<file path="src/logic/riscv_lsu_pkg.sv">
package riscv_lsu_pkg;

  // datapath and address width
  localparam int xlen = 64;

  // data memory depth in double words
  localparam int dmem_words = 512;

  // funct3 size codes for loads and stores
  localparam logic [2:0] size_b  = 3'b000; // signed byte
  localparam logic [2:0] size_h  = 3'b001; // signed half
  localparam logic [2:0] size_w  = 3'b010; // signed word
  localparam logic [2:0] size_d  = 3'b011; // double word
  localparam logic [2:0] size_bu = 3'b100; // unsigned byte
  localparam logic [2:0] size_hu = 3'b101; // unsigned half
  localparam logic [2:0] size_wu = 3'b110; // unsigned word

  // one-hot access kind, bit order {memread, memwrite, lr, sc, amo}
  typedef enum logic [4:0] {
    kind_normal_read  = 5'b10000,
    kind_normal_write = 5'b01000,
    kind_lr           = 5'b00100,
    kind_sc           = 5'b00010,
    kind_amo          = 5'b00001
  } lsu_kind_t;

  // decoded memory request from execute
  typedef struct packed {
    logic            memread;
    logic            memwrite;
    logic            lr;
    logic            sc;
    logic            amo;
    logic [2:0]      size;       // funct3
    logic [xlen-1:0] rs1;        // base for lr, sc and amo
    logic [xlen-1:0] alu_result; // effective address of normal accesses
    logic [xlen-1:0] store_data;
  } lsu_req_t;

  // command presented to the data memory
  typedef struct packed {
    logic            rd_en;
    logic            wr_en;
    logic [xlen-1:0] addr;
    logic [7:0]      byte_en;
    logic [xlen-1:0] wdata;      // already shifted into its byte lanes
  } mem_cmd_t;

endpackage
</file>
<file path="src/logic/riscv_lsu_load_ext.sv">
module riscv_lsu_load_ext (
  input  logic                           i_riscv_lsu_clk,
  input  logic                           i_riscv_lsu_rst,
  input  logic                           i_riscv_lsu_globstall,
  input  logic [2:0]                     i_riscv_lsu_size,
  input  logic [2:0]                     i_riscv_lsu_offset,
  input  logic [riscv_lsu_pkg::xlen-1:0] i_riscv_lsu_rdata,
  output logic [riscv_lsu_pkg::xlen-1:0] o_riscv_lsu_load_data
);

  import riscv_lsu_pkg::*;

  logic [2:0]      size_q;
  logic [2:0]      offset_q;
  logic [xlen-1:0] shifted;
  logic            is_unsigned;

  // captured with the read so they line up with the registered word
  always_ff @(posedge i_riscv_lsu_clk or posedge i_riscv_lsu_rst)
  begin
    if (i_riscv_lsu_rst)
    begin
      size_q   <= size_b;
      offset_q <= 3'b000;
    end
    else if (!i_riscv_lsu_globstall)
    begin
      size_q   <= i_riscv_lsu_size;
      offset_q <= i_riscv_lsu_offset;
    end
  end

  assign shifted     = i_riscv_lsu_rdata >> {offset_q, 3'b000}; // lane down to bit 0
  assign is_unsigned = (size_q == size_bu) || (size_q == size_hu) || (size_q == size_wu);

  always_comb
  begin
    case (size_q)
      size_b, size_bu:
        o_riscv_lsu_load_data = {{(xlen-8){!is_unsigned && shifted[7]}}, shifted[7:0]};
      size_h, size_hu:
        o_riscv_lsu_load_data = {{(xlen-16){!is_unsigned && shifted[15]}}, shifted[15:0]};
      size_w, size_wu:
        o_riscv_lsu_load_data = {{(xlen-32){!is_unsigned && shifted[31]}}, shifted[31:0]};
      default:
        o_riscv_lsu_load_data = shifted; // double word
    endcase
  end

endmodule

</file>
<file path="config.mk">
export PLATFORM = sky130hd
export DESIGN_NAME = riscv_lsu_load_ext
export DESIGN_NICKNAME = d
export VERILOG_FILES = /design/src/logic/riscv_lsu_pkg.sv /design/src/logic/riscv_lsu_load_ext.sv
export SDC_FILE = /design/constraint.sdc
export NUM_CORES = 1
export LEC_CHECK = 0
export ABC_CLOCK_PERIOD_IN_PS = 2400
export BUFFER_PORTS_ARGS = -buffer_cell sky130_fd_sc_hd__clkbuf_2
export CAP_MARGIN = 20
export CORE_MARGIN = 4
export CORE_UTILIZATION = 28
export CTS_CLUSTER_DIAMETER = 120
export DETAILED_ROUTE_END_ITERATION = 8
export HOLD_SLACK_MARGIN = 0.1
export PLACE_DENSITY = 0.5
export SYNTH_ARGS = -nofsm -noshare
export SYNTH_HDL_FRONTEND = slang
export SYNTH_SLANG_ARGS = --single-unit
</file>
<file path="constraint.sdc">
create_clock -name i_riscv_lsu_clk -period 2.4 [get_ports i_riscv_lsu_clk]
set_clock_uncertainty 0.2 [all_clocks]
set_input_delay 0.48 -clock i_riscv_lsu_clk [delete_from_list [all_inputs] [get_ports i_riscv_lsu_clk]]
set_output_delay 0.48 -clock i_riscv_lsu_clk [all_outputs]
set_load 0.01 [all_outputs]
</file>
==> run summary <==
Hold Startpoint: i_riscv_lsu_size[1]
worst hold endpoint: size_q[1]
CTS H-tree depth: 1
post-synth net total: 342
Die Wd: 105 µm
synthesis-stage register bit count: 6
Final nets: 491
Routed WL: 10500 µm
Synth Area per Inst: 9.86 µm²
DP Area: 3530 µm²
Worst Setup Start Kind: flip-flop
synthesized area: 2650 µm²
Worst Setup End Kind: output port
vias in the first global route: 2972
reg2reg end: offset_q[0]
CTS Buf Count: 3
fmax: 0.380 GHz
remaining antenna violation count: 0
post-synthesis cell count: 269
status: finished with violations
Power, Total: 1.74 mW
RePlAce Congestion: 0.861
First-pass DRT Iterations: 4
Hold Path Class: in -> reg
Core Footprint: 9240 µm²
EDFF count, synth: 0
initial antenna violation count: 0
Worst IR Drop VDD: 0.000153 V
Worst Path Arrival: 1950 ps
setup tns final: -11970 ps
# placed instances: 531
prevailing post-synth register cell: dfrtp_1
Max Cap Violations: 0
vias per std cell: 5.51
r2r worst-path depth: 2
R2R Setup Slk: 950 ps
die height: 105 µm
# setup viols final: 63
top post-synthesis cells by area: mux4_2, mux2_2, mux2i_1
Slew Limit Fails: 0
grt total ovfl: 0
Root Driver: clkbuf_8
WHS Path Cells: 2
clk sinks: 6
first-pass GRT wire length: 16400 µm
clk_lat worst skew: 220 ps
Worst Path Class, Setup: reg -> out
synthesis warning total: 0
Final WS setup: -229 ps
first-iteration detailed-routing DRC count: 177
power per cell area: 429 nW/µm²
row count: 35
Initial Util: 28.7%
Async SR Flop Fraction: 100%
post-route insts no fill: 546
largest net degree at the start of global routing: 34
DRC violations left: 0
clk slew on worst S/H paths: 40 ps
Critical Path RT: 1720 ps
Layout area overhead: 52.6%
I/O pins: 137
worst rel slew slack: 47.9%
routed vias: 3008
detailed placement HPWL: 7880 µm
fin area: 4050 µm²
RSZ-0062 raised after global routing: true
fin crit share: 110%
fin crit period: 2630 ps
area leader, netlist: mux4_2
Final Hold Fails: 0
layout cells sized above 1: 66.2%
post-synth top area share: 29.7%
RR Startpoint: offset_q[0]
n_diodes: 0
top-count cell post-synth: nand2_1
top cells by count, synth: nand2_1, mux4_2, nand4_1
CP max FO: 7
DR WL/cell: 19.3 µm
Die Area: 11100 µm²
IO buf count: 136
violated checks: setup timing
register area share after synthesis: 5.66%
count of different cell masters after synthesis: 37
CTS max path bufs: 2
leakage: 1.95 nW
Worst-Margin Slew: 778 ps
CTS tree: yes
All-Layer GR Usage: 18.1%
[cells by family after synthesis]
logic type             count (synthesis)  share of synthesized area (%)
AO/OA/AOI/OAI                         34                           9.72
buffers and inverters                 40                           12.3
AND/OR/NAND/NOR                      111                           25.2
multiplexers                          78                           47.1
flip-flops                             6                           5.66
[timing repair]
item                                    4_1_cts  5_1_grt
cloned                                        4        1
pin swaps                                     3        3
hold endpoints to repair                      6        0
hold buffers                                  1        0
buffers inserted                              2        3
endpoints found under the setup margin       63       63
resized for setup                            24       85
[metrics by stage]
stage | setup slack, ps | utilization [%] | hold WS, ps
2_1_floorplan | 248 | - | 71.0
3_3_place_gp | -50.0 | 38.3 | 182
3_5_place_dp | -73.9 | 38.3 | 187
4_1_cts | -242 | 41.2 | 292
5_1_grt | -307 | 43.8 | 302
6_report | -229 | 43.8 | 294
[worst max-delay path, cell delays in order (launching register included)]
cell and delay [ps]:
dfrtp_2 510, buf_6 150, mux2i_4 230, a22oi_2 100, nand4_1 90, buf_6 200, clkbuf_16 190, nand4_1 80
clkbuf_8 160
[sequential cells by signal (all words and copies together) (netlist names)]
| name | count |
|---|---|
| offset_q | 3 |
| size_q | 3 |
[final cells by class]
cell class / count / area [µm²]
Multi-Input combinational cell: 223 / 2320
Clock buffer: 4 / 45.0
Inverter: 1 / 3.75
Sequential cell: 6 / 155
Tap cell: 129 / 161
Fill cell: 930 / 5190
Timing Repair Buffer: 183 / 1360
[power by group]
part	internal [mW]	leakage, nW	switching (mW)
Clock	0.114	0.0228	0.0406
Combinational	0.755	1.86	0.686
Sequential	0.113	0.0682	0.0289
[worst max-delay path by stage]
stage,start,to,slack (ps)
floorplan,offset_q[0],o_riscv_lsu_load_data[5],250
global placement,offset_q[1],o_riscv_lsu_load_data[28],-50
detailed placement,offset_q[1],o_riscv_lsu_load_data[55],-70
CTS,offset_q[1],o_riscv_lsu_load_data[55],-240
global route,offset_q[1],o_riscv_lsu_load_data[56],-310
finish,offset_q[1],o_riscv_lsu_load_data[33],-230
[metal layers]
| layer | vias to the layer above | GRT usage (%) | routed length [µm] |
|---|---|---|---|
| li1 | 1390 | - | - |
| met1 | 1478 | 26.6 | 4740 |
| met2 | 132 | 28.5 | 4970 |
| met3 | 8 | 2.45 | 688 |
| met4 | 0 | 2.81 | 125 |
| met5 | - | 0 | 0 |
[cell usage in the layout (no fill, tap or decap), types with 2 or more instances in the layout]
cell type and instances:
a22oi_1 11, a22oi_2 5, and2b_1 3, buf_12 8, buf_16 2, buf_2 36, buf_4 25, buf_6 16
buf_8 3, bufbuf_16 2, clkbuf_2 88, clkbuf_8 4, dfrtp_1 4, mux2_2 16, mux2_4 5, mux2i_1 20
mux4_2 35, nand2_1 37, nand2b_1 3, nand3_1 15, nand3_2 2, nand3_4 3, nand4_1 23, nand4_2 9
nand4_4 3, nor2_1 3, o21ai_1 2, o21ai_2 6, o2bb2ai_1 6
(Power assumes the default switching activity.)
