==> config.mk <==
export PLATFORM = sky130hd
export DESIGN_NAME = riscv_lsu
export DESIGN_NICKNAME = d
export VERILOG_FILES = /design/src/logic/riscv_lsu_pkg.sv /design/src/logic/riscv_lsu.sv
export SDC_FILE = /design/constraint.sdc
export NUM_CORES = 1
export LEC_CHECK = 0
export BUFFER_PORTS_ARGS = -buffer_cell sky130_fd_sc_hd__buf_2
export CORE_AREA = 2 2 130 132
export DETAILED_ROUTE_END_ITERATION = 7
export DIE_AREA = 0 0 132 134
export PLACE_DENSITY = 0.63
export SLEW_MARGIN = 20
export SYNTH_ARGS = -nofsm -noshare
export SYNTH_HDL_FRONTEND = slang
export SYNTH_SLANG_ARGS = --single-unit
==> constraint.sdc <==
create_clock -name i_riscv_lsu_clk -period 2.1 [get_ports i_riscv_lsu_clk]
set_input_delay 0 -clock i_riscv_lsu_clk [delete_from_list [all_inputs] [get_ports i_riscv_lsu_clk]]
set_output_delay 0 -clock i_riscv_lsu_clk [all_outputs]
set_load 0.01 [all_outputs]
==> src/logic/riscv_lsu_pkg.sv <==
package riscv_lsu_pkg;

  // datapath and address width
  localparam int xlen = 64;

  // data memory depth in double words
  localparam int dmem_words = 512;

  // funct3 size codes for loads and stores
  localparam logic [2:0] size_b  = 3'b000; // signed byte
  localparam logic [2:0] size_h  = 3'b001; // signed half
  localparam logic [2:0] size_w  = 3'b010; // signed word
  localparam logic [2:0] size_d  = 3'b011; // double word
  localparam logic [2:0] size_bu = 3'b100; // unsigned byte
  localparam logic [2:0] size_hu = 3'b101; // unsigned half
  localparam logic [2:0] size_wu = 3'b110; // unsigned word

  // one-hot access kind, bit order {memread, memwrite, lr, sc, amo}
  typedef enum logic [4:0] {
    kind_normal_read  = 5'b10000,
    kind_normal_write = 5'b01000,
    kind_lr           = 5'b00100,
    kind_sc           = 5'b00010,
    kind_amo          = 5'b00001
  } lsu_kind_t;

  // decoded memory request from execute
  typedef struct packed {
    logic            memread;
    logic            memwrite;
    logic            lr;
    logic            sc;
    logic            amo;
    logic [2:0]      size;       // funct3
    logic [xlen-1:0] rs1;        // base for lr, sc and amo
    logic [xlen-1:0] alu_result; // effective address of normal accesses
    logic [xlen-1:0] store_data;
  } lsu_req_t;

  // command presented to the data memory
  typedef struct packed {
    logic            rd_en;
    logic            wr_en;
    logic [xlen-1:0] addr;
    logic [7:0]      byte_en;
    logic [xlen-1:0] wdata;      // already shifted into its byte lanes
  } mem_cmd_t;

endpackage
==> src/logic/riscv_lsu.sv <==
module riscv_lsu (
  input  logic                           i_riscv_lsu_clk,
  input  logic                           i_riscv_lsu_rst,
  input  logic                           i_riscv_lsu_globstall,
  input  riscv_lsu_pkg::lsu_req_t        i_riscv_lsu_req,
  input  logic                           i_riscv_lsu_goto_trap,
  input  logic                           i_riscv_lsu_return_trap,
  output logic                           o_riscv_lsu_rd_en,
  output logic                           o_riscv_lsu_wr_en,
  output logic [riscv_lsu_pkg::xlen-1:0] o_riscv_lsu_mem_address,
  output logic [riscv_lsu_pkg::xlen-1:0] o_riscv_lsu_sc_rdvalue
);

  import riscv_lsu_pkg::*;

  lsu_kind_t       kind;
  logic            trap_active;
  logic [xlen-1:0] reserv_addr;
  logic            reserv_valid;
  logic            sc_success;

  // flags packed in the same order as the enum bits
  assign kind = lsu_kind_t'({i_riscv_lsu_req.memread,
                             i_riscv_lsu_req.memwrite,
                             i_riscv_lsu_req.lr,
                             i_riscv_lsu_req.sc,
                             i_riscv_lsu_req.amo});

  assign trap_active = i_riscv_lsu_goto_trap || i_riscv_lsu_return_trap;

  // sc only wins on a live reservation of the exact rs1 address
  assign sc_success = (kind == kind_sc) &&
                      reserv_valid &&
                      (i_riscv_lsu_req.rs1 == reserv_addr) &&
                      !trap_active;

  // reservation register
  always_ff @(posedge i_riscv_lsu_clk or posedge i_riscv_lsu_rst)
  begin
    if (i_riscv_lsu_rst)
    begin
      reserv_addr  <= '0;
      reserv_valid <= 1'b0;
    end
    else if (!i_riscv_lsu_globstall)
    begin
      if (kind == kind_lr)
      begin
        reserv_addr  <= i_riscv_lsu_req.rs1;
        reserv_valid <= 1'b1;
      end
      else if (kind == kind_sc)
      begin
        // any sc drops the reservation, pass or fail
        reserv_addr  <= '0;
        reserv_valid <= 1'b0;
      end
    end
  end

  // rd value of sc, 0 on success and 1 on failure
  always_comb
  begin
    o_riscv_lsu_sc_rdvalue = '0;
    if (kind == kind_sc)
    begin
      o_riscv_lsu_sc_rdvalue[0] = !sc_success;
    end
  end

  // enables and address source
  always_comb
  begin
    case (kind)
      kind_normal_read:
      begin
        o_riscv_lsu_rd_en       = !trap_active;
        o_riscv_lsu_wr_en       = 1'b0;
        o_riscv_lsu_mem_address = i_riscv_lsu_req.alu_result;
      end
      kind_normal_write:
      begin
        o_riscv_lsu_rd_en       = 1'b0;
        o_riscv_lsu_wr_en       = !trap_active;
        o_riscv_lsu_mem_address = i_riscv_lsu_req.alu_result;
      end
      kind_lr:
      begin
        o_riscv_lsu_rd_en       = !trap_active;
        o_riscv_lsu_wr_en       = 1'b0;
        o_riscv_lsu_mem_address = i_riscv_lsu_req.rs1;
      end
      kind_sc:
      begin
        o_riscv_lsu_rd_en       = 1'b0;
        o_riscv_lsu_wr_en       = sc_success; // trap already folded in
        o_riscv_lsu_mem_address = i_riscv_lsu_req.rs1;
      end
      kind_amo:
      begin
        // read half of the amo only
        o_riscv_lsu_rd_en       = !trap_active;
        o_riscv_lsu_wr_en       = 1'b0;
        o_riscv_lsu_mem_address = i_riscv_lsu_req.rs1;
      end
      default:
      begin
        o_riscv_lsu_rd_en       = 1'b0;
        o_riscv_lsu_wr_en       = 1'b0;
        o_riscv_lsu_mem_address = '0;
      end
    endcase
  end

  a_rd_wr_exclusive: assert property (
    @(posedge i_riscv_lsu_clk) disable iff (i_riscv_lsu_rst)
    !(o_riscv_lsu_rd_en && o_riscv_lsu_wr_en))
    else $error("rd_en and wr_en high together");

  // raw sc flag, whatever else is set alongside it
  a_sc_no_read: assert property (
    @(posedge i_riscv_lsu_clk) disable iff (i_riscv_lsu_rst)
    i_riscv_lsu_req.sc |-> !o_riscv_lsu_rd_en)
    else $error("sc raised rd_en");

endmodule

==> impl_metrics.tcl <==
set metrics [dict create \
    drt-total-wl_um 13000 \
    grt_pass1_wl_um 20200 \
    cts_num_sinks 65 \
    clock_latency_ns 0.32 \
    r2r_start "reserv_addr[36]$_DFFE_PP0P_" \
    fillCellCount 1636 \
    synth_area_um2 4250 \
    final-max-slew-violation-count 0 \
    htree_levels 3 \
    crit_slowest_cell "dfrtp_1" \
    avgRoutedWirePerCell_um 14.6 \
    drt_iter0_drc 158 \
    placed_cells 807 \
    grt_pass1_vias 3974 \
    crit_fanout 2 \
    rsz0062_at_grt "yes" \
    yosysUniqueCellTypes 26 \
    hold_path_class "in2async" \
    clock_skew_ns 0 \
    crit_required_ns 2.10 \
    cts-buffers-inserted 9 \
    avgSynthCellArea_um2 10.5 \
    finalSetupViolCount 2 \
    ioPinCount 335 \
    die_w_um 132 \
    finalCritPeriodShare_pct 106 \
    synthAdderAreaFrac_pct 0 \
    drt_pass1_iterations 4 \
    grt_usage_pct 14.3 \
    place_hpwl_um 9010 \
    critPathLaunchType "flip-flop" \
    total_power_mw 4.20 \
    hold_violations 0 \
    synth_compound_area_share_pct 27.6 \
    critPathLaunch "reserv_addr[36]$_DFFE_PP0P_" \
    clock.fmax_ghz 0.448 \
    criticalPathCategory "reg2out" \
    status "finished with violations" \
    area_delta_synth_final_pct 47.8 \
    io_buffers 204 \
    clk_pin_slew_ns 0.05 \
    grt_max_degree 66 \
    final.min_clock_period_ns 2.23 \
    tritoncts "yes" \
    num_rows 47 \
    tightest_slew_ns 0.748 \
    cts_buffer_depth 2 \
    synthMuxAreaShare_pct 0 \
    violations "setup timing" \
    fin_cells 888 \
    ir_drop_uv 331 \
    ys_warn_count 0 \
    utilization_pct 38.6 \
    crit_chain "xor2_1 -> nor4_1 -> buf_4 -> nand4_1 -> nor4_2 -> buf_4 -> nand4_1 -> nor2b_1 -> buf_2" \
    synthSimpleGateAreaFrac_pct 5.71 \
    cp_slowest_stage_delay_ns 0.38 \
    p_leak_nw 3.23 \
    layout-drive-gt1-share_pct 36.1 \
    final.setup.worst_slack_ns -0.134 \
    ant_nets 0 \
    die_h_um 134 \
    powerDensity_nw_per_um2 669 \
    die_area_um2 17700 \
    fin_hold_ws_ns 0.264 \
    routabilityCongestion 0.770 \
    drt-vias-per-instance 4.50 \
    vias 3993 \
    slew_headroom_pct 50.1 \
    critPathArrivalTime_ns 2.23 \
    drc 0 \
    core_um2 16300 \
    yosys.area_share.xor_xnor_pct 13.2 \
    gr-total-overflow 0 \
    maxCapViolCount 0 \
    yosysSeqAreaShare_pct 38.2 \
    num_antenna_cells 0 \
    clock-root-buffer "clkbuf_16" \
    worstSetupEndpointType "output pin" \
    start_util_pct 26.1 \
    synth_top_family_by_area "compound AO/OA/AOI/OAI gates" \
    netlist_instances 404 \
    finish.net_count 869 \
    antenna_found_initial 0 \
    ys_seq_elements 65 \
]
-- per-layer routing --
metal / up-vias / global-route usage (%) / share of wire, %
met2: 162 / 25.1 / 49
met3: 10 / 2.00 / 4.5
li1: 1905 / - / -
met1: 1916 / 18.2 / 45
met4: 0 / 4.59 / 1.0
met5: - / 0 / 0
-- kinds of logic (layout without fill, tap and decap cells) --
family          Yosys count  count (layout)
compound gates          136             136
xor+xnor                 64              64
buf+inv                  98             300
flops                    65              65
other cells               1              63
simple gates             40              40
-- final timing paths --
path                                                    end  slack (ns)  cells past startpoint
worst min-delay path            reserv_addr[54]$_DFFE_PP0P_        0.26                      3
worst max-delay path              o_riscv_lsu_sc_rdvalue[0]       -0.13                      9
min in group i_riscv_lsu_clk    o_riscv_lsu_mem_address[16]        0.30                      3
worst max register to register  reserv_addr[36]$_DFFE_PP0P_        1.28                      2
max in group asynchronous        reserv_addr[1]$_DFFE_PP0P_        1.22                      4
worst min register to register     reserv_valid$_DFFE_PP0P_        0.48                      1
-- metrics by stage --
stage | TNS, ns | cell area (um2) | worst slack (ns)
after detailed placement | 0 | 5270 | 0.151
after floorplan | 0 | 4490 | 0.474
after global placement | 0 | 5270 | 0.131
after CTS | -0.292 | 6240 | -0.184
final | -0.181 | 6290 | -0.134
after global routing | -0.473 | 6290 | -0.280
-- cells in the mapped netlist (all sizes together) --
master	n	area [um2]
a22o	129	1130
buf	89	611
dfrtp	65	1630
xor2	38	333
xnor2	26	228
nor4	14	93.8
nand4	8	50.1
nand2	6	22.5
inv	5	18.8
nor2	5	18.8
clkbuf	4	15.0
o21ai	3	15.0
nor3	2	21.3
a21o	1	7.51
a21oi	1	5.00
and3b	1	8.76
conb	1	3.75
nand3	1	5.00
nand4b	1	8.76
nor2b	1	6.26
nor3b	1	7.51
o2111ai	1	8.76
o221ai	1	8.76
-- cell type report --
class / count / area [um2] / area share [%]
Sequential cell: 65 / 1630 / 25.9
Clock buffer: 13 / 280 / 4.46
Inverter: 5 / 18.8 / 0.299
Multi-Input combinational cell: 303 / 2260 / 36.0
Timing Repair Buffer: 280 / 1790 / 28.4
Tap cell: 220 / 275 / 4.38
Clock inverter: 2 / 35.0 / 0.557
-- cell usage in the layout (no fill, tap or decap), types with 3 or more instances in the layout --
master | synthesis | layout
buf_2 | 23 | 203
a22o_1 | 129 | 129
dlygate4sd3_1 | 0 | 65
dfrtp_1 | 65 | 65
conb_1 | 1 | 63
xor2_1 | 38 | 38
xnor2_1 | 26 | 26
clkbuf_16 | 0 | 9
buf_4 | 66 | 9
nand4_1 | 8 | 8
nor4_1 | 13 | 7
nor4_2 | 1 | 6
nor2_1 | 5 | 5
nand2_1 | 6 | 5
inv_1 | 5 | 4
clkbuf_8 | 0 | 4
o21ai_0 | 3 | 3
-- critical path: cells and delay by family, from the launching register on --
kind / cells / cell delay, ns
XOR/XNOR: 1 / 0.15
AND/OR/NAND/NOR: 5 / 0.91
buffers and inverters: 3 / 0.47
flip-flops: 1 / 0.38
-- state kept, by name (all words and copies together) (netlist names) --
signal	flops
reserv_addr	64
reserv_valid	1
-- what timing repair did --
action                                 in CTS  in global routing
hold buffers                               65                  0
setup buffers                               0                  1
setup endpoints to repair                   2                  2
pin swaps                                   1                  5
endpoints found under the hold margin      85                  0
resized for setup                           1                  6
-- where the power goes --
| part | switching (mW) | total [mW] | internal, mW |
|---|---|---|---|
| clock | 0.526 | 1.57 | 1.04 |
| combinational | 0.468 | 1.03 | 0.566 |
| sequential | 0.144 | 1.61 | 1.46 |
| total | 1.14 | 4.20 | 3.07 |
Note: power is estimated with default switching activity, not from simulation.
