<file path="config.mk">
export PLATFORM = sky130hd
export DESIGN_NAME = riscv_lsu_store_align
export DESIGN_NICKNAME = d
export VERILOG_FILES = /design/src/logic/riscv_lsu_pkg.sv /design/src/logic/riscv_lsu_store_align.sv
export SDC_FILE = /design/constraint.sdc
export NUM_CORES = 1
export LEC_CHECK = 0
export BUFFER_PORTS_ARGS = -buffer_cell sky130_fd_sc_hd__buf_2
export CORE_UTILIZATION = 35
export DETAILED_ROUTE_END_ITERATION = 10
export PLACE_DENSITY = 0.8
export SYNTH_ARGS = -nofsm -noshare
export SYNTH_HDL_FRONTEND = slang
export SYNTH_SLANG_ARGS = --single-unit
</file>
<file path="constraint.sdc">
create_clock -name vclk -period 1.5
set_clock_uncertainty 0.05 [all_clocks]
set_input_delay 0.075 -clock vclk [all_inputs]
set_output_delay 0.075 -clock vclk [all_outputs]
set_load 0.01 [all_outputs]
</file>
<file path="src/logic/riscv_lsu_pkg.sv">
package riscv_lsu_pkg;

  // datapath and address width
  localparam int xlen = 64;

  // data memory depth in double words
  localparam int dmem_words = 512;

  // funct3 size codes for loads and stores
  localparam logic [2:0] size_b  = 3'b000; // signed byte
  localparam logic [2:0] size_h  = 3'b001; // signed half
  localparam logic [2:0] size_w  = 3'b010; // signed word
  localparam logic [2:0] size_d  = 3'b011; // double word
  localparam logic [2:0] size_bu = 3'b100; // unsigned byte
  localparam logic [2:0] size_hu = 3'b101; // unsigned half
  localparam logic [2:0] size_wu = 3'b110; // unsigned word

  // one-hot access kind, bit order {memread, memwrite, lr, sc, amo}
  typedef enum logic [4:0] {
    kind_normal_read  = 5'b10000,
    kind_normal_write = 5'b01000,
    kind_lr           = 5'b00100,
    kind_sc           = 5'b00010,
    kind_amo          = 5'b00001
  } lsu_kind_t;

  // decoded memory request from execute
  typedef struct packed {
    logic            memread;
    logic            memwrite;
    logic            lr;
    logic            sc;
    logic            amo;
    logic [2:0]      size;       // funct3
    logic [xlen-1:0] rs1;        // base for lr, sc and amo
    logic [xlen-1:0] alu_result; // effective address of normal accesses
    logic [xlen-1:0] store_data;
  } lsu_req_t;

  // command presented to the data memory
  typedef struct packed {
    logic            rd_en;
    logic            wr_en;
    logic [xlen-1:0] addr;
    logic [7:0]      byte_en;
    logic [xlen-1:0] wdata;      // already shifted into its byte lanes
  } mem_cmd_t;

endpackage
</file>
<file path="src/logic/riscv_lsu_store_align.sv">
module riscv_lsu_store_align (
  input  logic [2:0]                     i_riscv_lsu_size,
  input  logic [2:0]                     i_riscv_lsu_offset,
  input  logic [riscv_lsu_pkg::xlen-1:0] i_riscv_lsu_store_data,
  output logic [7:0]                     o_riscv_lsu_byte_en,
  output logic [riscv_lsu_pkg::xlen-1:0] o_riscv_lsu_wdata
);

  import riscv_lsu_pkg::*;

  logic [7:0] size_mask; // enables before the lane shift

  always_comb
  begin
    case (i_riscv_lsu_size)
      size_b:  size_mask = 8'h01;
      size_h:  size_mask = 8'h03;
      size_w:  size_mask = 8'h0f;
      size_d:  size_mask = 8'hff;
      default: size_mask = 8'h00; // unsigned codes are load only
    endcase
  end

  // move the low bytes up to the addressed lane
  assign o_riscv_lsu_byte_en = size_mask << i_riscv_lsu_offset;
  assign o_riscv_lsu_wdata   = i_riscv_lsu_store_data << {i_riscv_lsu_offset, 3'b000};

  // misaligned accesses would lose bytes off the top lane
  always_comb
  begin
    if (i_riscv_lsu_size == size_h)
    begin
      a_half_align: assert final (i_riscv_lsu_offset[0] == 1'b0)
        else $error("half access at odd offset %0d", i_riscv_lsu_offset);
    end
    else if (i_riscv_lsu_size == size_w)
    begin
      a_word_align: assert final (i_riscv_lsu_offset[1:0] == 2'b00)
        else $error("word access at offset %0d", i_riscv_lsu_offset);
    end
  end

endmodule

</file>
==> impl_results.md, run 1 <==
- Clk_buf instances: 0
- Avg Cell Area, Syn: 7.99 µm²
- Placed insts: 466
- Share of the synthesized area in the top cell type: 30.6%
- Core ar.: 5640 µm²
- Crit path to: o_riscv_lsu_wdata[57]
- Layout Area Growth over Synthesis: 38.9%
- Routed Antenna Nets: 0
- Total power: 0.000989 W
- Final slew viol count: 0
- Gpl congestion: 0.813
- Final period util: 95.0%
- DRT iter0 DRCs: 58
- Unrepaired setup endpoints after global routing: no
- Slew margin rel.: 47.6%
- DR pass1 iterations: 4
- Tmin final: 1420 ps
- Post-CTS Hold Buffers: 0
- Status: complete, no violations
- GRT Total Usage: 22.1%
- Post-synth cell types: 35
- Global-route wire length before repair: 11,400 µm
- Lkg Pwr: 1.49 nW
- Post-Synthesis Cells: 262
- Power per cell area: 340 nW/µm²
- Setup crit end kind: output pin
- Initial Util: 37.1%
- Port Buffer Count: 142
- Critical path class: in -> out
- Fmax: 702 MHz
- Detailed-placement wirelength estimate: 5660 µm
- Io pins: 142
- DRC viols: 0
- Pre-CTS setup slack: -2.57 ps
- Startpoint Class: input pin
- Initial antenna violation count: 0
- Final hold vios: 0
- Vias per cell: 5.78
- Grt ovf: 0
- Rows: 27
- Worst-path fanout max: 13
- Yosys warning count: 0
- Mapped Nets: 332
- Peak supply drop: 0.175 mV
- Setup ws final: 75.4 ps
- Area leader, netlist: mux2i_1
- Final-report setup violation count: 0
- Fin cells: 468
- Critical Path RT: 1370 ps
- Seq/Total Area, Yosys: 0%
- Most frequent cells after synthesis: mux2i_1, o21ai_0, nor2_1, nor2b_1, nand2_1
- Vias in the first global route: 2,461
- Post-DR wirelength/cell: 15.8 µm
- Vias: 2,703
- Antenna Cells: 0
- Count leader, synth: mux2i_1
- Final WL: 7390 µm
- Worst hold path type: in -> out
- Slew @ Worst Pin: 783 ps
- FF/Latch Area: 0 µm²
- Share of cells above drive strength 1: 46.2%
- Max-cap viol count: 0
- Die Y: 79.4 µm
- Flip-flop and latch count: 0
- Die ar.: 6300 µm²
- CP Launch Point: i_riscv_lsu_offset[0]
- DIE WIDTH: 79.4 µm
- Largest net degree at the start of global routing: 34
- Synth area leaders: mux2i_1, mux4_2, o21ai_0
- WP data arrival: 1300 ps
- Synth Cell Area: 2090 µm²
- NumNets Final: 468
==> per-stage QoR <==
stage               utilization (%)  hold slack [ps]  TNS [ps]  instance area (µm²)
floorplan                         -              244         0                 2090
CTS                            51.4              451         0                 2900
finish                         51.6              453         0                 2910
detailed placement             51.1              450     -2.57                 2880
global placement               51.1              445         0                 2880
global route                   51.6              469         0                 2910
==> cell usage in the layout, fill, tap and decap left out, types with 2 or more instances in the layout <==
cell type / count
nor3b_1: 2
nor2b_1: 17
mux2i_1: 64
nand3b_1: 7
a21oi_1: 2
nand2_1: 11
o22a_1: 10
a211oi_1: 9
nor3_1: 4
o21a_1: 9
o221ai_1: 6
mux4_2: 8
buf_4: 20
nor2_1: 19
buf_2: 141
o221ai_2: 2
o21ai_0: 25
nand2b_1: 2
and2_1: 8
a2bb2oi_1: 6
buf_12: 5
a221oi_1: 7
==> per-layer routing <==
metal	GRT usage (%)	up-vias	part of all wire (%)
met2	43.6	126	51
met3	3.68	14	8.1
met5	0	-	0
met4	3.27	0	1.5
li1	-	1289	-
met1	24.6	1274	40
==> worst min path at each step <==
stage | startpoint | end | slack, ps | cells after the start
4_1_cts | i_riscv_lsu_store_data[3] | o_riscv_lsu_wdata[3] | 450 | 3
5_1_grt | i_riscv_lsu_store_data[1] | o_riscv_lsu_wdata[1] | 470 | 3
3_5_place_dp | i_riscv_lsu_store_data[1] | o_riscv_lsu_wdata[1] | 450 | 3
2_1_floorplan | i_riscv_lsu_store_data[0] | o_riscv_lsu_wdata[0] | 240 | 1
3_3_place_gp | i_riscv_lsu_store_data[5] | o_riscv_lsu_wdata[5] | 450 | 3
6_report | i_riscv_lsu_store_data[1] | o_riscv_lsu_wdata[1] | 450 | 3
==> final cells by class <==
| cell class | instances | area, µm² |
|---|---|---|
| multi-input cells | 229 | 1850 |
| fillers | 550 | 2730 |
| well taps | 72 | 90.1 |
| repair buffers | 167 | 967 |
==> critical path, stage by stage <==
cell      delay [ps]
buf_6            140
buf_12           170
mux4_2           510
nand2_1          100
o221ai_1         130
buf_2            170
==> cell families (layout without fill, tap and decap cells) <==
kind of cell / after synthesis / after routing / synth area share, %
AOI/OAI and AO/OA: 83 / 83 / 30.2
muxes: 72 / 72 / 39.2
buffers and inverters: 33 / 167 / 11.9
and+or+nand+nor: 74 / 74 / 18.8
==> where the power goes <==
part / total (W) / internal [W] / leakage, nW / switching, W
logic: 0.000989 / 0.000473 / 1.49 / 0.000516
clock network: 0 / 0 / 0 / 0
registers: 0 / 0 / 0 / 0
==> repair_timing <==
action	4_1_cts	5_1_grt
setup endpoints to repair	1	8
resized for setup	0	2
setup buffers	2	0
gates cloned	0	0
No activity file was read; power rests on OpenSTA's default activity.
==> inputs of run 2 (changes only) <==
CAP_MARGIN = 20   (was unset)
CORE_UTILIZATION = 45   (was 35)
PLACE_DENSITY = 0.95   (was 0.8)
==> run 2 against run 1 <==
Non-clock buffer count shrank 5. Power increased by 0.65%. Setup slack better by 4.6 ps. Routed wire length decreased by 2.1%. Via count grew 0.59%. First-iteration DRC count increased by 28%. Global-route usage up 5.3 points. Sequential share of layout area unchanged. Highest routed layer unchanged. Clock-buffer cell count stayed put. Fmax is 0.32% higher. Largest cell class unchanged.
==> impl_results.md, run 2 (synthesized netlist as in run 1, its figures left out) <==
- Critical Path RT: 1370 ps (about the same)
- WP data arrival: 1300 ps (about the same)
- Final slew viol count: 0 (unchanged)
- Setup crit end kind: output pin
- Vias per cell: 6.14 (+6.3%)
- Final period util: 94.7% (-0.31 points)
- Initial antenna violation count: 0 (unchanged)
- Startpoint Class: input pin
- Vias in the first global route: 2,464 (+0.12%)
- DIE WIDTH: 70.2 µm (-12%)
- Sequential Power Share: 0% (unchanged)
- Most frequent cells in the layout: buf_2, mux2i_1, o21ai_0, nor2_1, nor2b_1
- Share of cells above drive strength 1: 47.1% (+0.85 points)
- Tmin final: 1420 ps (-4.58 ps)
- Slew margin rel.: 63.4% (+16 points)
- Detailed-placement wirelength estimate: 5590 µm (-1.2%)
- Final WL: 7240 µm (-2.1%)
- Flip-flop and latch count: 0 (unchanged)
- DRC viols: 0 (unchanged)
- Worst hold path type: in -> out
- DR pass1 iterations: 4 (unchanged)
- WHS Path Cells: 3 (unchanged)
- Core ar.: 4410 µm² (-22%)
- Critical path class: in -> out
- Layout Area Growth over Synthesis: 37.7%
- Post-CTS Hold Buffers: 0 (unchanged)
- Post-CTS Setup Bufs: 0 (-2)
- Slowest-stage cell, CP: mux2i_2
- NumNets Final: 463 (-1.1%)
- Sw power: 0.000521 W (+0.93%)
- Die Y: 70.2 µm (-12%)
- Utilization after layout: 65.3% (+14 points)
- Total power: 0.000996 W (+0.65%)
- Slew @ Worst Pin: 548 ps (-236 ps)
- Critical Path Max Stage Delay: 270 ps (-240 ps)
- Port Buffer Count: 142 (unchanged)
- Largest net degree at the start of global routing: 43 (+26%)
- Switch share: 52.3% (+0.14 points)
- Lkg Pwr: 1.47 nW (-1.4%)
- Vias: 2,719 (+0.59%)
- Initial Util: 47.4% (+10 points)
- Worst-path fanout max: 16 (+3)
- Global-route wire length before repair: 11,400 µm (+0.42%)
- Peak supply drop: 0.198 mV (+13%)
- Max-cap viol count: 0 (unchanged)
- Antenna Cells: 0 (unchanged)
- Routed Antenna Nets: 0 (unchanged)
- Fmax: 704 MHz (+0.32%)
- Setup ws final: 80.0 ps (+4.58 ps)
- TNS Setup: 0 ps (unchanged)
- P_int: 0.000475 W (+0.36%)
- Pre-CTS setup slack: 10.7 ps (+13.3 ps)
- GRT Total Usage: 27.3% (+5.3 points)
- Power per cell area: 345 nW/µm² (+1.5%)
- FF/Latch Area: 0 µm² (unchanged)
- Die ar.: 4930 µm² (-22%)
- Worst Hold Endpoint: o_riscv_lsu_wdata[5]
- DRT iter0 DRCs: 74 (+28%)
- Grt ovf: 0 (unchanged)
- Final hold vios: 0 (unchanged)
- Commonest non-fill, non-tap cell in the layout: buf_2
- Gpl congestion: 0.869 (+6.9%)
- CP cell instances: buf_6 -> buf_12 -> buf_4 -> mux2i_2 -> o22a_1 -> o21ai_0 -> buf_2
- Clk_buf instances: 0 (unchanged)
- Post-DR wirelength/cell: 16.3 µm (+3.5%)
- Rows: 24 (-11%)
- Clock share of power: 0% (unchanged)
- Launch point of the worst hold path: i_riscv_lsu_store_data[5]
- Final-report setup violation count: 0 (unchanged)
- Io pins: 142 (unchanged)
- Combinational group share of total power: 100.0% (about the same)
- Status: complete, no violations
## run 2: worst max-delay path: cells and delay by family
family	cells	cell delay (ps)
compound gates	2	260
buf+inv	4	680
mux	1	270
## run 2: power groups by stage
stage / sequential (W) / combinational (W) / clock, W
after floorplan: 0 / 0.000605 / 0
after global placement: 0 / 0.000941 / 0
after detailed placement: 0 / 0.000970 / 0
after CTS: 0 / 0.000973 / 0
after global routing: 0 / 0.00107 / 0
final: 0 / 0.000996 / 0
## run 2: metal layers
layer	share of wire, %	vias to the layer above	track usage (%)
li1	-	1278	-
met1	40	1268	35.1
met2	52	159	49.5
met3	7.0	14	1.88
met4	1.4	0	5.78
met5	0	-	0
## run 2: worst max path at each step
stage | start | to | slack, ps
3_3_place_gp | i_riscv_lsu_offset[0] | o_riscv_lsu_wdata[57] | 70
5_1_grt | i_riscv_lsu_offset[0] | o_riscv_lsu_wdata[40] | -40
4_1_cts | i_riscv_lsu_offset[1] | o_riscv_lsu_wdata[53] | 8
3_5_place_dp | i_riscv_lsu_offset[1] | o_riscv_lsu_wdata[53] | 10
2_1_floorplan | i_riscv_lsu_offset[0] | o_riscv_lsu_wdata[48] | 300
6_report | i_riscv_lsu_offset[0] | o_riscv_lsu_wdata[40] | 80
## run 2: through the flow
step	instance area (µm²)	cells	hold WS, ps
global route	2880	443	486
finish	2880	443	462
global placement	2850	443	452
CTS	2850	443	461
floorplan	2090	262	244
detailed placement	2850	443	457
## run 2: repair_timing
item                                    CTS  global route
endpoints found under the hold margin     0             0
resized for setup                         0             9
endpoints found under the setup margin    0            12
## run 2: area by class of cell
class	instances	area [µm²]
Multi-Input combinational cell	229	1870
Fill cell	366	1530
Timing Repair Buffer	162	945
Tap cell	52	65.1
